### src/armIsaPkg.sv
/*
 * ARM instruction set definitions for the kept subset
 * Field layouts, condition codes, opcodes and register numbers
 */
package armIsaPkg;

   localparam int wordWidth = 32;

   // Condition field encodings
   localparam logic [3:0] condEq = 4'b0000;   // Z set
   localparam logic [3:0] condNe = 4'b0001;
   localparam logic [3:0] condCs = 4'b0010;   // Carry set, unsigned >=
   localparam logic [3:0] condCc = 4'b0011;
   localparam logic [3:0] condMi = 4'b0100;
   localparam logic [3:0] condPl = 4'b0101;
   localparam logic [3:0] condVs = 4'b0110;
   localparam logic [3:0] condVc = 4'b0111;
   localparam logic [3:0] condHi = 4'b1000;   // C set and Z clear
   localparam logic [3:0] condLs = 4'b1001;
   localparam logic [3:0] condGe = 4'b1010;   // N equals V
   localparam logic [3:0] condLt = 4'b1011;
   localparam logic [3:0] condGt = 4'b1100;
   localparam logic [3:0] condLe = 4'b1101;
   localparam logic [3:0] condAl = 4'b1110;

   // Major op field, bits 27:26
   localparam logic [1:0] opDataProc = 2'b00;
   localparam logic [1:0] opMemory   = 2'b01;
   localparam logic [1:0] opBranch   = 2'b10;

   // Kept data-processing opcodes
   localparam logic [3:0] dpAnd = 4'b0000;
   localparam logic [3:0] dpSub = 4'b0010;
   localparam logic [3:0] dpAdd = 4'b0100;
   localparam logic [3:0] dpOrr = 4'b1100;

   localparam logic [3:0] pcRegIndex   = 4'd15;
   localparam logic [3:0] linkRegIndex = 4'd14;

   typedef struct packed {
      logic [3:0]  cond;
      logic [1:0]  op;
      logic        immFlag;    // Operand2 is imm8
      logic [3:0]  opcode;
      logic        s;          // Update flags
      logic [3:0]  rn;
      logic [3:0]  rd;
      logic [11:0] operand2;   // imm8 or rm in low bits
   } dataProcFields;

   typedef struct packed {
      logic [3:0]  cond;
      logic [1:0]  op;
      logic        immFlag;
      logic [3:0]  puBW;       // Indexing bits, fixed at offset mode
      logic        l;          // Load when set
      logic [3:0]  rn;
      logic [3:0]  rd;
      logic [11:0] imm12;
   } memoryFields;

   typedef struct packed {
      logic [3:0]  cond;
      logic [1:0]  op;
      logic [1:0]  funct;      // Bit 0 is link
      logic [23:0] imm24;      // Signed word offset
   } branchFields;

   typedef union packed {
      dataProcFields dataProc;
      memoryFields   memory;
      branchFields   branch;
   } armInstr;

endpackage

### src/armCtrlPkg.sv
/*
 * Internal control encodings of the core
 * ALU codes, immediate selects and flag word layout
 */
package armCtrlPkg;

   // ALU control, bit 0 selects subtract on the adder
   localparam logic [1:0] aluAdd = 2'b00;
   localparam logic [1:0] aluSub = 2'b01;
   localparam logic [1:0] aluAnd = 2'b10;
   localparam logic [1:0] aluOrr = 2'b11;

   // Immediate extension select
   localparam logic [1:0] immByte   = 2'b00;   // Zero-extended imm8
   localparam logic [1:0] immOffset = 2'b01;   // Zero-extended imm12
   localparam logic [1:0] immBranch = 2'b10;   // Sign-extended imm24, word scaled

   // Bit positions in the 4-bit flag word
   localparam int flagN = 3;
   localparam int flagZ = 2;
   localparam int flagC = 1;
   localparam int flagV = 0;

endpackage

### src/regFile.sv
/*
 * Register file, R0 to R14 in storage
 * Two combinational reads, one clocked write, R15 reads as PC+8
 */
`timescale 1ns/1ps

module regFile
   import armIsaPkg::*;
(
   input  logic                 clk,
   input  logic                 writeEnable,
   input  logic [3:0]           readAddr1,
   input  logic [3:0]           readAddr2,
   input  logic [3:0]           writeAddr,
   input  logic [wordWidth-1:0] writeData,
   input  logic [wordWidth-1:0] pcPlus8,
   output logic [wordWidth-1:0] readData1,
   output logic [wordWidth-1:0] readData2
);

   logic [wordWidth-1:0] regs [0:14];   // No R15 entry

   always_ff @(posedge clk)
   begin
      if (writeEnable)
         regs[writeAddr] <= writeData;
   end

   assign readData1 = (readAddr1 == pcRegIndex) ? pcPlus8 : regs[readAddr1];
   assign readData2 = (readAddr2 == pcRegIndex) ? pcPlus8 : regs[readAddr2];

   // R15 writes must have been turned into PC loads upstream
   assert property (@(posedge clk) writeEnable |-> writeAddr != pcRegIndex);

endmodule

### src/armAlu.sv
/*
 * ALU for ADD, SUB, AND, ORR
 * One adder serves both arithmetic codes and supplies C and V
 */
`timescale 1ns/1ps

module armAlu
   import armIsaPkg::*;
   import armCtrlPkg::*;
(
   input  logic [wordWidth-1:0] srcA,
   input  logic [wordWidth-1:0] srcB,
   input  logic [1:0]           aluControl,
   output logic [wordWidth-1:0] result,
   output logic [3:0]           aluFlags
);

   logic                 isSub;
   logic                 isArith;
   logic [wordWidth-1:0] addB;   // srcB, inverted for subtract
   logic [wordWidth:0]   sum;    // Top bit is carry out

   assign isSub   = (aluControl == aluSub);
   assign isArith = (aluControl == aluAdd) || isSub;
   assign addB    = isSub ? ~srcB : srcB;
   assign sum     = {1'b0, srcA} + {1'b0, addB} + {{wordWidth{1'b0}}, isSub};   // A + ~B + 1

   always_comb
   begin
      case (aluControl)
         aluAnd:  result = srcA & srcB;
         aluOrr:  result = srcA | srcB;
         default: result = sum[wordWidth-1:0];
      endcase
   end

   always_comb
   begin
      aluFlags        = '0;
      aluFlags[flagN] = result[wordWidth-1];
      aluFlags[flagZ] = (result == '0);
      aluFlags[flagC] = isArith & sum[wordWidth];   // Carry, ARM style no-borrow on SUB
      // Operands agree in sign but the sum does not
      aluFlags[flagV] = isArith & (srcA[wordWidth-1] == addB[wordWidth-1]) &
                        (sum[wordWidth-1] != srcA[wordWidth-1]);
   end

endmodule

### src/armDecoder.sv
/*
 * Instruction decoder
 * Produces datapath selects and write requests before condition checks
 */
`timescale 1ns/1ps

module armDecoder
   import armIsaPkg::*;
   import armCtrlPkg::*;
(
   input  armInstr    instr,
   output logic [2:0] regSrc,        // {link write, rd as read 2, PC as read 1}
   output logic [1:0] immSrc,
   output logic       aluSrc,
   output logic       memToReg,
   output logic [1:0] aluControl,
   output logic [1:0] flagWriteReq,  // {N/Z, C/V}
   output logic       regWriteReq,
   output logic       memWriteReq,
   output logic       memAccess,
   output logic       pcSrcReq
);

   logic       supportedDp;   // Opcode is one of the kept four
   logic [1:0] dpAluControl;
   logic       writesRd;      // Result goes to the rd field
   logic       isBranch;
   logic       rdIsPc;

   // ALU decoder
   always_comb
   begin
      supportedDp = 1'b1;
      case (instr.dataProc.opcode)
         dpAnd:   dpAluControl = aluAnd;
         dpSub:   dpAluControl = aluSub;
         dpAdd:   dpAluControl = aluAdd;
         dpOrr:   dpAluControl = aluOrr;
         default:
         begin
            dpAluControl = aluAdd;
            supportedDp  = 1'b0;   // Dropped opcode, acts as no-op
         end
      endcase
   end

   // Main decoder
   always_comb
   begin
      regSrc       = 3'b000;   // Defaults describe an instruction doing nothing
      immSrc       = immByte;
      aluSrc       = 1'b0;
      memToReg     = 1'b0;
      aluControl   = aluAdd;
      flagWriteReq = 2'b00;
      writesRd     = 1'b0;
      memWriteReq  = 1'b0;
      memAccess    = 1'b0;
      isBranch     = 1'b0;
      case (instr.dataProc.op)
         opDataProc:
         begin
            aluSrc          = instr.dataProc.immFlag;
            aluControl      = dpAluControl;
            writesRd        = supportedDp;
            flagWriteReq[1] = instr.dataProc.s & supportedDp;
            // Carry and overflow only from the adder
            flagWriteReq[0] = instr.dataProc.s & supportedDp &
                              ((dpAluControl == aluAdd) || (dpAluControl == aluSub));
         end
         opMemory:
         begin
            regSrc[1]   = ~instr.memory.l;   // STR reads rd as store data
            immSrc      = immOffset;
            aluSrc      = 1'b1;
            memToReg    = instr.memory.l;
            writesRd    = instr.memory.l;
            memWriteReq = ~instr.memory.l;
            memAccess   = 1'b1;
         end
         opBranch:
         begin
            regSrc   = {instr.branch.funct[0], 1'b0, 1'b1};   // PC+8 base, R14 on BL
            immSrc   = immBranch;
            aluSrc   = 1'b1;
            isBranch = 1'b1;
         end
         default: ;   // op 11 unsupported
      endcase
   end

   assign rdIsPc = (instr.dataProc.rd == pcRegIndex);

   // A write to R15 becomes a PC load, never a register file write
   assign regWriteReq = (writesRd & ~rdIsPc) | (isBranch & instr.branch.funct[0]);
   assign pcSrcReq    = isBranch | (writesRd & rdIsPc);

endmodule

### src/condUnit.sv
/*
 * Condition unit
 * Holds NZCV, evaluates the condition field and gates all writes
 */
`timescale 1ns/1ps

module condUnit
   import armIsaPkg::*;
   import armCtrlPkg::*;
(
   input  logic       clk,
   input  logic       reset,
   input  logic [3:0] cond,
   input  logic [3:0] aluFlags,
   input  logic [1:0] flagWriteReq,
   input  logic       regWriteReq,
   input  logic       memWriteReq,
   input  logic       memAccess,
   input  logic       pcSrcReq,
   input  logic       pcReady,
   output logic       regWrite,
   output logic       memWrite,
   output logic       memStrobe,
   output logic       pcSrc
);

   logic [3:0] flags;       // Stored NZCV
   logic       condEx;      // Condition passed
   logic       commit;      // Passed and not stalled
   logic [1:0] flagWrite;
   logic       ge;

   assign ge = (flags[flagN] == flags[flagV]);

   always_comb
   begin
      case (cond)
         condEq:  condEx = flags[flagZ];
         condNe:  condEx = ~flags[flagZ];
         condCs:  condEx = flags[flagC];
         condCc:  condEx = ~flags[flagC];
         condMi:  condEx = flags[flagN];
         condPl:  condEx = ~flags[flagN];
         condVs:  condEx = flags[flagV];
         condVc:  condEx = ~flags[flagV];
         condHi:  condEx = flags[flagC] & ~flags[flagZ];
         condLs:  condEx = ~flags[flagC] | flags[flagZ];
         condGe:  condEx = ge;
         condLt:  condEx = ~ge;
         condGt:  condEx = ~flags[flagZ] & ge;
         condLe:  condEx = flags[flagZ] | ~ge;
         condAl:  condEx = 1'b1;
         default: condEx = 1'b0;   // 1111 never executes
      endcase
   end

   assign commit    = condEx & pcReady;
   assign flagWrite = flagWriteReq & {2{commit}};
   assign regWrite  = regWriteReq & commit;
   assign memWrite  = memWriteReq & commit;
   assign memStrobe = memAccess & condEx;   // Strobe follows the access, not the stall
   assign pcSrc     = pcSrcReq & condEx;    // PC enable itself waits on pcReady

   // N/Z and C/V pairs load independently
   always_ff @(posedge clk or posedge reset)
   begin
      if (reset)
         flags <= '0;
      else
      begin
         if (flagWrite[1])
         begin
            flags[flagN] <= aluFlags[flagN];
            flags[flagZ] <= aluFlags[flagZ];
         end
         if (flagWrite[0])
         begin
            flags[flagC] <= aluFlags[flagC];
            flags[flagV] <= aluFlags[flagV];
         end
      end
   end

   // Program must not hold the reserved condition
   assert property (@(posedge clk) disable iff (reset) pcReady |-> cond != 4'b1111);

endmodule

### src/armDatapath.sv
/*
 * Datapath of the single-cycle core
 * PC register, immediate extension, operand and result muxing
 */
`timescale 1ns/1ps

module armDatapath
   import armIsaPkg::*;
   import armCtrlPkg::*;
#(
   parameter logic [31:0] resetPc = 32'h0
)
(
   input  logic                 clk,
   input  logic                 reset,
   input  armInstr              instr,
   input  logic [2:0]           regSrc,
   input  logic [1:0]           immSrc,
   input  logic                 aluSrc,
   input  logic                 memToReg,
   input  logic [1:0]           aluControl,
   input  logic                 regWrite,
   input  logic                 pcSrc,
   input  logic                 pcReady,
   input  logic [wordWidth-1:0] readData,
   output logic [wordWidth-1:0] pc,
   output logic [3:0]           aluFlags,
   output logic [wordWidth-1:0] aluResult,
   output logic [wordWidth-1:0] writeData
);

   logic [wordWidth-1:0] pcPlus4;
   logic [wordWidth-1:0] pcPlus8;
   logic [wordWidth-1:0] pcNext;
   logic [wordWidth-1:0] extImm;
   logic [wordWidth-1:0] srcA;
   logic [wordWidth-1:0] srcB;
   logic [wordWidth-1:0] result;          // ALU or load data
   logic [wordWidth-1:0] regWriteData;
   logic [3:0]           readAddr1;
   logic [3:0]           readAddr2;
   logic [3:0]           writeAddr;

   assign pcPlus4 = pc + 32'd4;
   assign pcPlus8 = pcPlus4 + 32'd4;     // Value seen on R15 reads
   assign pcNext  = pcSrc ? result : pcPlus4;

   // PC advances only on committing edges
   always_ff @(posedge clk or posedge reset)
   begin
      if (reset)
         pc <= resetPc;
      else if (pcReady)
         pc <= pcNext;
   end

   always_comb
   begin
      case (immSrc)
         immByte:   extImm = {24'b0, instr.dataProc.operand2[7:0]};
         immOffset: extImm = {20'b0, instr.memory.imm12};
         immBranch: extImm = {{6{instr.branch.imm24[23]}}, instr.branch.imm24, 2'b00};
         default:   extImm = '0;
      endcase
   end

   // Register addressing
   assign readAddr1 = regSrc[0] ? pcRegIndex : instr.dataProc.rn;   // Branch base is PC+8
   assign readAddr2 = regSrc[1] ? instr.dataProc.rd : instr.dataProc.operand2[3:0];
   assign writeAddr = regSrc[2] ? linkRegIndex : instr.dataProc.rd;
   assign regWriteData = regSrc[2] ? pcPlus4 : result;                // BL return address

   regFile regFile0 (
      .clk        (clk),
      .writeEnable(regWrite),
      .readAddr1  (readAddr1),
      .readAddr2  (readAddr2),
      .writeAddr  (writeAddr),
      .writeData  (regWriteData),
      .pcPlus8    (pcPlus8),
      .readData1  (srcA),
      .readData2  (writeData)
   );

   assign srcB = aluSrc ? extImm : writeData;

   armAlu armAlu0 (
      .srcA      (srcA),
      .srcB      (srcB),
      .aluControl(aluControl),
      .result    (aluResult),
      .aluFlags  (aluFlags)
   );

   assign result = memToReg ? readData : aluResult;

   // Branch offsets are word scaled, loads to PC must be aligned too
   assert property (@(posedge clk) disable iff (reset) pc[1:0] == 2'b00);

endmodule

### src/armCore.sv
/*
 * Single-cycle core for the ARM subset
 * Decoder, condition unit and datapath joined to the memory ports
 */
`timescale 1ns/1ps

module armCore #(
   parameter logic [31:0] resetPc = 32'h0
)
(
   input  logic        clk,
   input  logic        reset,
   output logic [31:0] pc,
   input  logic [31:0] instr,
   input  logic        pcReady,      // Low stalls the whole core
   output logic [31:0] aluResult,    // Data address
   output logic [31:0] writeData,
   output logic        memWrite,
   output logic        memStrobe,
   input  logic [31:0] readData
);

   logic [2:0] regSrc;
   logic [1:0] immSrc;
   logic       aluSrc;
   logic       memToReg;
   logic [1:0] aluControl;
   logic [1:0] flagWriteReq;
   logic       regWriteReq;
   logic       memWriteReq;
   logic       memAccess;
   logic       pcSrcReq;
   logic       regWrite;      // Gated by condition and pcReady
   logic       pcSrc;
   logic [3:0] aluFlags;

   armDecoder armDecoder0 (
      .instr       (instr),
      .regSrc      (regSrc),
      .immSrc      (immSrc),
      .aluSrc      (aluSrc),
      .memToReg    (memToReg),
      .aluControl  (aluControl),
      .flagWriteReq(flagWriteReq),
      .regWriteReq (regWriteReq),
      .memWriteReq (memWriteReq),
      .memAccess   (memAccess),
      .pcSrcReq    (pcSrcReq)
   );

   condUnit condUnit0 (
      .clk         (clk),
      .reset       (reset),
      .cond        (instr[31:28]),
      .aluFlags    (aluFlags),
      .flagWriteReq(flagWriteReq),
      .regWriteReq (regWriteReq),
      .memWriteReq (memWriteReq),
      .memAccess   (memAccess),
      .pcSrcReq    (pcSrcReq),
      .pcReady     (pcReady),
      .regWrite    (regWrite),
      .memWrite    (memWrite),
      .memStrobe   (memStrobe),
      .pcSrc       (pcSrc)
   );

   armDatapath #(
      .resetPc(resetPc)
   ) armDatapath0 (
      .clk       (clk),
      .reset     (reset),
      .instr     (instr),
      .regSrc    (regSrc),
      .immSrc    (immSrc),
      .aluSrc    (aluSrc),
      .memToReg  (memToReg),
      .aluControl(aluControl),
      .regWrite  (regWrite),
      .pcSrc     (pcSrc),
      .pcReady   (pcReady),
      .readData  (readData),
      .pc        (pc),
      .aluFlags  (aluFlags),
      .aluResult (aluResult),
      .writeData (writeData)
   );

endmodule

### config.mk
export PLATFORM = sky130hd
export DESIGN_NAME = armCore
export DESIGN_NICKNAME = d
export VERILOG_FILES = /design/src/armIsaPkg.sv /design/src/armCtrlPkg.sv /design/src/regFile.sv /design/src/armAlu.sv /design/src/armDecoder.sv /design/src/condUnit.sv /design/src/armDatapath.sv /design/src/armCore.sv
export SDC_FILE = /design/constraint.sdc
export NUM_CORES = 1
export LEC_CHECK = 0
export BUFFER_PORTS_ARGS = -buffer_cell sky130_fd_sc_hd__buf_2
export CAP_MARGIN = 20
export CORE_MARGIN = 10
export CORE_UTILIZATION = 26
export DETAILED_ROUTE_END_ITERATION = 10
export SLEW_MARGIN = 20
export SYNTH_ARGS = -nofsm -noshare
export SYNTH_HDL_FRONTEND = slang
export SYNTH_HIERARCHICAL = 1
export SYNTH_SLANG_ARGS = --single-unit
### constraint.sdc
create_clock -name clk -period 17.7 [get_ports clk]
set_input_delay 1.77 -clock clk [delete_from_list [all_inputs] [get_ports clk]]
set_output_delay 1.77 -clock clk [all_outputs]
set_load 0.005 [all_outputs]
# --- Word level (Yosys, flattened, before mapping) ---
# Memory sizes are Yosys's and may differ from the RTL's.
# Cells that the tools add are included.
totals:
  reg_bits: 36
  ram_bits: 480
  in_bits: 67
  out_inout_bits: 98
  elab_cells: 107
  n_memories: 1
memory_table:
  columns: ["memory", "words", "word_bits", "rd", "rd_ports_with_merged_regs", "wr", "line", "text"]
  rows:
  - ["armDatapath0.regFile0.regs", 15, 32, 2, 0, 1, "regFile.sv:21", "logic [wordWidth-1:0] regs [0:14];"]
op_classes:
  n_addsub: 4
  n_eq_ne: 31
  muxes: 27
  n_bitwise: 30
  n_reduce_logical: 11
op_table:
  columns: ["cell", "n"]
  rows:
  - ["32-bit two-way mux", 7]
  - ["32-bit one-hot mux with 3 select lines", 1]
  - ["32-bit by 3-bit adder with 32-bit output (second input constant)", 2]
  - ["32-bit one-hot mux with 2 select lines", 1]
  - ["4-bit == test (second input constant)", 11]
  - ["32-bit by 32-bit adder with 33-bit output", 1]
  - ["33-bit by 1-bit adder with 33-bit output", 1]
  - ["32-bit bitwise AND", 1]
  - ["32-bit zero test", 1]
  - ["32-bit inverter", 1]
  - ["32-bit bitwise OR", 1]
  - ["4-bit by 3-bit == test with 1-bit output (second input constant)", 5]
  - ["1-bit bitwise AND", 15]
  - ["1-bit one-hot mux with 15 select lines", 1]
  - ["4-bit by 2-bit == test with 1-bit output (second input constant)", 3]
  - ["4-bit two-way mux", 3]
  - ["2-bit by 1-bit == test with 1-bit output (second input constant)", 4]
  - ["2-bit == test (second input constant)", 4]
  - ["2-bit zero test", 4]
  - ["4-bit zero test", 2]
  - ["1-bit two-way mux", 8]
  - ["1-bit inverter", 7]
  - ["2-bit one-hot mux with 3 select lines", 1]
  - ["4-bit by 1-bit == test with 1-bit output (second input constant)", 1]
  - ["10 further kinds", 17]

# --- Longest topological paths before layout ---
depth:
  ltp_word: 13
  depth_mapped: 31
  depth_no_buf: 28

# --- Hierarchy ---
# The synthesis kept the hierarchy.
modules_own_cells:
  columns: ["mod", "instances", "cells_per_inst", "area_per_inst_um2", "seq_area_each_um2"]
  rows:
  - ["regFile", 1, 1439, 22983.3, 14413.8]
  - ["armDatapath", 1, 617, 4349.2, 800.8]
  - ["armAlu", 1, 417, 2915.3, 0.0]
  - ["condUnit", 1, 48, 439.2, 100.1]
  - ["armDecoder", 1, 35, 247.7, 0.0]

# --- Worst setup path before layout ---
# Ideal clock, no wire load.
synth_path:
  kind: "in2out"
  from: "input port instr[27]"
  to: "output port aluResult[30]"
  t_arrival_ns: 6.772
  setup_slack_ns: 9.158
  stages: 24
  path_buffers: 4
  path_cell_list: "inv_1 -> ha_1 -> nor2b_1 -> buf_4 -> mux2_2 -> buf_4 -> buf_6 -> buf_6 -> or2_2 -> o21ai_0 -> a221oi_1 -> a311oi_1 -> inv_1 -> o21ai_0 -> a21oi_1 -> fa_1 -> and2b_2 -> o211ai_4 -> a2111oi_0 -> nor3_1 -> o21ai_1 -> a221oi_1 -> xnor2_1 -> a21o_1"
synth_between:
  elab_chain_len: 11
  elab_cells_between_ends: 31
synth_lines:
  columns: ["item", "line", "text"]
  rows:
  - ["start, declared", "armCore.sv:14", "input logic [31:0] instr,"]
  - ["2-bit by 1-bit == test with 1-bit output (*)", null, null]
  - ["1-bit two-way mux (*)", null, null]
  - ["via memWriteReq", "armCore.sv:30", "logic memWriteReq;"]
  - ["4-bit two-way mux (*)", "armDatapath.sv:69", "assign readAddr2 = regSrc[1] ? instr.dataProc.rd : instr.dataProc.operand2[3:0];"]
  - ["via armDatapath0.readAddr2[0]", "armDatapath.sv:41", "logic [3:0] readAddr2;"]
  - ["memory 15 x 32 bit or 4-bit == test (tied branches)", null, null]
  - ["32-bit two-way mux (*)", "regFile.sv:30", "assign readData2 = (readAddr2 == pcRegIndex) ? pcPlus8 : regs[readAddr2];"]
  - ["via writeData[0]", "armCore.sv:17", "output logic [31:0] writeData,"]
  - ["32-bit two-way mux (*)", "armDatapath.sv:85", "assign srcB = aluSrc ? extImm : writeData;"]
  - ["via armDatapath0.srcB[0]", "armDatapath.sv:37", "logic [wordWidth-1:0] srcB;"]
  - ["32-bit inverter", "armAlu.sv:25", "assign addB = isSub ? ~srcB : srcB;"]
  - ["32-bit two-way mux (*)", "armAlu.sv:25", null]
  - ["32-bit by 32-bit adder with 33-bit output (*)", "armAlu.sv:26", "assign sum = {1'b0, srcA} + {1'b0, addB} + {{wordWidth{1'b0}}, isSub};"]
  - ["33-bit by 1-bit adder with 33-bit output (*)", "armAlu.sv:26", null]
  - ["32-bit one-hot mux with 2 select lines (*)", "armAlu.sv:30", "case (aluControl)"]
  - ["end, declared", "armCore.sv:16", "output logic [31:0] aluResult,"]
# The timed path passes the listed nets; every way through them passes the cells marked *.

# --- Final worst setup path ---
layout_path:
  from: "input port instr[27]"
  to: "output port aluResult[28]"
layout_between:
  elab_chain_len: 11
  elab_cells_between_ends: 31
layout_lines:
  columns: ["item", "line"]
  rows:
  - ["2-bit by 1-bit == test with 1-bit output (*)", null]
  - ["1-bit two-way mux (*)", null]
  - ["via memWriteReq", "armCore.sv:30"]
  - ["4-bit two-way mux (*)", "armDatapath.sv:69"]
  - ["via armDatapath0.readAddr2[1]", "armDatapath.sv:41"]
  - ["memory 15 x 32 bit or 4-bit == test (tied branches)", null]
  - ["32-bit two-way mux (*)", "regFile.sv:30"]
  - ["32-bit two-way mux (*)", "armDatapath.sv:85"]
  - ["via armDatapath0.srcB[4]", "armDatapath.sv:37"]
  - ["32-bit inverter", "armAlu.sv:25"]
  - ["32-bit two-way mux (*)", "armAlu.sv:25"]
  - ["32-bit by 32-bit adder with 33-bit output (*)", "armAlu.sv:26"]
  - ["33-bit by 1-bit adder with 33-bit output (*)", "armAlu.sv:26"]
  - ["32-bit one-hot mux with 2 select lines (*)", "armAlu.sv:30"]
# Marked as above.

==> run metrics <==
result of the run=finished, final reports clean; Final GP Congestion=0.935; largest net degree at the start of global routing=81; dominant combinational cell family by area after synthesis=multiplexers; number of gates resized after CTS=0; first-pass GRT wire length=166 mm; site row count=126; cell count of the worst reg-to-reg path=24; final routed wire length divided by cell count=27.9 microns; cell area after placement=33400 sq um; count of pins on the block boundary=165; number of nets produced by synthesis=2667; setup repair after global routing missed its margin=no; area grow syn2layout=13.7%; setup slack of the most critical reg-to-reg path=8990 ps; clock period minus final worst setup slack=10870 ps; Static Leakage=12.2 nW; mux contribution to synthesized area=17.7%; floorplan die width=365 microns; Initial Util=26.2%; element type at the critical path start=input port; worst setup path endpoint=aluResult[28]; post-detailed-route via-to-cell ratio=5.63; Skew-Pair Late Insertion Delay=620 ps; DRC violations left=0; initial antenna violation count=3; via count of the first global-routing pass=22678; overall die area=133000 sq um; class of the worst hold path=register to register; cell count after synthesis=2556; worst slew margin relative to its limit=17.5%; GRT Overall Usage=16.9%; EDFF count, synth=480; Synthesis Warnings=6; Core Region=118000 sq um; sequential fraction of the synthesis area=49.5%; grt total ovfl=0; post-route worst hold slack=602 ps; final non-filler cell area=35200 sq um; routed vias=23827; height of the die=365 microns; max cap viols=0; Crit Path Category=input port to output pin; H-Tree Depth=2; Avg Synthesized Cell Area=12.1 sq um; power per cell area=123 nW/um^2; number of buffers inserted by post-CTS setup repair=0; period utilisation layout=61.4%; number of pins with negative max-slew slack in the final report=0; first-iteration detailed-routing DRC count=3152; setup slack of the critical path after layout=6830 ps; total CTS buffers=53; Synth Cell Area=30900 sq um; share of synthesized cell area in full adder, half adder and majority cells=2.61%; FMAX=0.0920 GHz; Yosys reg bits=516; synthesized-area fraction occupied by and/or/nand/nor cells=9.87%; Post-DRT Antenna Nets=0; Post-Synth XOR/XNOR Area=3.03%; clock tree from TritonCTS=built; Data required, critical path=15930 ps; number of clock sinks seen by CTS=516; Critical path origin=instr[27]; final number of hold-violating endpoints=0; synth unique cells=107; Fin Setup TNS=0 ps; Clock Skews=33.2 ps; worst vdd ir=0.0704 mV; share of flip-flops with an asynchronous set or reset=6.98%; NumNets Final=2764; drt first pass iters=6; worst slack at placement=7120 ps; critical path endpoint category=output pin; clock-pin slew on the worst setup and hold paths=60 ps; endpoint arrival time on the critical path=9100 ps; aggregate routed wire length=118 mm; ys flop type=sky130_fd_sc_hd__edfxtp_1; worst slew pin tran=1220 ps; destination of the worst register-to-register timing path=armDatapath0/regFile0/regs[1][30]; launching point of the worst reg2reg path=armDatapath0/pc[4]; worst-path maximum fanout=62; number of buffers between clock root and the deepest sink=3; CTS Hold Bufs=0; post-detail-place hpwl=80.3 mm; compound-cell area share of the yosys netlist=13.1%; clock root buffer master=sky130_fd_sc_hd__clkbuf_16; count of buffers inserted at the top-level ports=164; proportion of layout cells with a drive suffix above 1=21.3%; # setup viols final=0
[synthesized netlist by cell type (15+ instances only)]
| master | instances | area [sq um] |
|---|---|---|
| sky130_fd_sc_hd__edfxtp_1 | 480 | 14400 |
| sky130_fd_sc_hd__mux2i_1 | 197 | 1970 |
| sky130_fd_sc_hd__nor2_1 | 189 | 709 |
| sky130_fd_sc_hd__nand2_1 | 174 | 653 |
| sky130_fd_sc_hd__o21ai_0 | 173 | 866 |
| sky130_fd_sc_hd__mux4_2 | 124 | 2790 |
| sky130_fd_sc_hd__a21oi_1 | 101 | 505 |
| sky130_fd_sc_hd__clkbuf_1 | 81 | 304 |
| sky130_fd_sc_hd__xnor2_1 | 70 | 613 |
| sky130_fd_sc_hd__inv_1 | 61 | 229 |
| sky130_fd_sc_hd__mux2_2 | 57 | 642 |
| sky130_fd_sc_hd__buf_2 | 51 | 255 |
| sky130_fd_sc_hd__nor2b_1 | 45 | 282 |
| sky130_fd_sc_hd__ha_1 | 43 | 538 |
| sky130_fd_sc_hd__dfrtp_1 | 36 | 901 |
| sky130_fd_sc_hd__nor3_1 | 36 | 180 |
| sky130_fd_sc_hd__a22oi_1 | 35 | 263 |
| sky130_fd_sc_hd__xor2_1 | 35 | 307 |
| sky130_fd_sc_hd__a221oi_1 | 31 | 272 |
| sky130_fd_sc_hd__a31oi_1 | 30 | 188 |
| sky130_fd_sc_hd__a211oi_1 | 29 | 218 |
| sky130_fd_sc_hd__buf_4 | 29 | 218 |
| sky130_fd_sc_hd__nand3_1 | 26 | 130 |
| sky130_fd_sc_hd__maj3_1 | 25 | 250 |
| sky130_fd_sc_hd__o22ai_1 | 24 | 150 |
| sky130_fd_sc_hd__o2111ai_1 | 21 | 184 |
| sky130_fd_sc_hd__a21o_1 | 20 | 150 |
| sky130_fd_sc_hd__nand4_1 | 19 | 119 |
| sky130_fd_sc_hd__buf_1 | 17 | 63.8 |
| sky130_fd_sc_hd__and2_1 | 15 | 93.8 |
[cell families (layout without fill, tap and decap cells)]
group	after synthesis	in the layout
xor gates and xnor gates	106	106
and+or+nand+nor	615	615
adders and majority gates	69	69
muxes	383	383
other	0	1
buffers and inverters	258	396
DFF	516	516
AOI/OAI and AO/OA	609	609
[layer usage]
metal	GRT usage [%]	part of all wire, %	vias to the layer above	routed length (microns)
met5	0	0	-	0
met4	7.18	4.6	0	5390
met3	4.04	12	255	13600
met2	26.4	45	1526	52500
met1	22.2	39	11917	46500
li1	-	-	10129	-
[through the flow]
step                      std cells  utilization (%)  total power, mW
final                          4231             29.8             4.33
after global routing           4230             29.8             4.46
after CTS                      4229             29.8             4.30
after detailed placement       4133             28.3             3.15
after global placement         4131             28.2             3.14
after floorplan                2556                -             2.46
[cells in the final DEF, fill, tap and decap left out, types with 12 or more instances in the layout]
cell type,n
sky130_fd_sc_hd__a21oi_2,14
sky130_fd_sc_hd__nor2b_1,42
sky130_fd_sc_hd__a21oi_1,86
sky130_fd_sc_hd__a21o_1,20
sky130_fd_sc_hd__nor3_1,31
sky130_fd_sc_hd__edfxtp_1,480
sky130_fd_sc_hd__clkbuf_16,54
sky130_fd_sc_hd__a32oi_1,12
sky130_fd_sc_hd__o2111ai_1,21
sky130_fd_sc_hd__xor2_1,35
sky130_fd_sc_hd__a22oi_1,35
sky130_fd_sc_hd__buf_2,165
sky130_fd_sc_hd__nor2_1,175
sky130_fd_sc_hd__a211oi_1,28
sky130_fd_sc_hd__buf_4,69
sky130_fd_sc_hd__mux2i_1,197
sky130_fd_sc_hd__a221oi_1,30
sky130_fd_sc_hd__nand2_1,173
sky130_fd_sc_hd__and2_1,13
sky130_fd_sc_hd__ha_1,43
sky130_fd_sc_hd__nand4_1,19
sky130_fd_sc_hd__nand3_1,25
sky130_fd_sc_hd__a31oi_1,30
sky130_fd_sc_hd__clkinv_1,13
sky130_fd_sc_hd__xnor2_1,70
sky130_fd_sc_hd__maj3_1,25
sky130_fd_sc_hd__o21ai_0,172
sky130_fd_sc_hd__dfrtp_1,36
sky130_fd_sc_hd__mux4_2,124
sky130_fd_sc_hd__o22ai_1,24
sky130_fd_sc_hd__o21a_1,13
sky130_fd_sc_hd__nor2_4,12
sky130_fd_sc_hd__inv_1,61
sky130_fd_sc_hd__mux2_2,54
[final cells by class]
class | count | area (sq um)
Timing Repair Buffer | 236 | 1360
Inverter | 64 | 240
Tap cell | 1536 | 1920
Fill cell | 11923 | 82900
Clock inverter | 32 | 370
Antenna cell | 1 | 2.50
Multi-Input combinational cell | 1782 | 14600
Sequential cell | 516 | 15300
Clock buffer | 64 | 1390
[flip-flops by register name (all words and copies together), names as in the netlist]
signal / flops
armDatapath0/regFile0/regs: 480
armDatapath0/pc: 32
condUnit0/flags: 4
[critical path, stage by stage]
cell and delay [ps]:
sky130_fd_sc_hd__buf_2 100, sky130_fd_sc_hd__inv_1 70, sky130_fd_sc_hd__ha_1 200, sky130_fd_sc_hd__nor2b_1 130, sky130_fd_sc_hd__buf_4 170, sky130_fd_sc_hd__mux2_4 570, sky130_fd_sc_hd__buf_4 810, sky130_fd_sc_hd__nand3_1 170
sky130_fd_sc_hd__and2_0 680, sky130_fd_sc_hd__a211oi_1 950, sky130_fd_sc_hd__nor2_1 270, sky130_fd_sc_hd__a21oi_1 280, sky130_fd_sc_hd__xnor2_1 160, sky130_fd_sc_hd__ha_1 290, sky130_fd_sc_hd__a21o_1 200, sky130_fd_sc_hd__a21oi_1 320
sky130_fd_sc_hd__a2111oi_0 170, sky130_fd_sc_hd__buf_4 180, sky130_fd_sc_hd__nor3_1 270, sky130_fd_sc_hd__o21ai_1 200, sky130_fd_sc_hd__o311ai_0 810, sky130_fd_sc_hd__buf_2 260
[worst min path at each step]
| stage | endpoint | cells after the start | slack, ps | start |
|---|---|---|---|---|
| 2_1_floorplan | condUnit0/flags[1] | 1 | 500 | condUnit0/flags[1] |
| 3_3_place_gp | armDatapath0/pc[3] | 2 | 580 | armDatapath0/pc[3] |
| 3_5_place_dp | armDatapath0/pc[28] | 1 | 590 | armDatapath0/pc[28] |
| 4_1_cts | armDatapath0/pc[28] | 1 | 610 | armDatapath0/pc[28] |
| 5_1_grt | armDatapath0/pc[28] | 1 | 630 | armDatapath0/pc[28] |
| 6_report | armDatapath0/pc[28] | 1 | 600 | armDatapath0/pc[28] |
[report_power, final]
| group | leakage, nW | switching (mW) | total [mW] | internal (mW) |
|---|---|---|---|---|
| Clock | 0.855 | 0.488 | 1.16 | 0.674 |
| Combinational | 6.60 | 1.06 | 1.52 | 0.464 |
| Sequential | 4.75 | 0.0980 | 1.65 | 1.55 |
No activity file was read; power rests on OpenSTA's default activity.
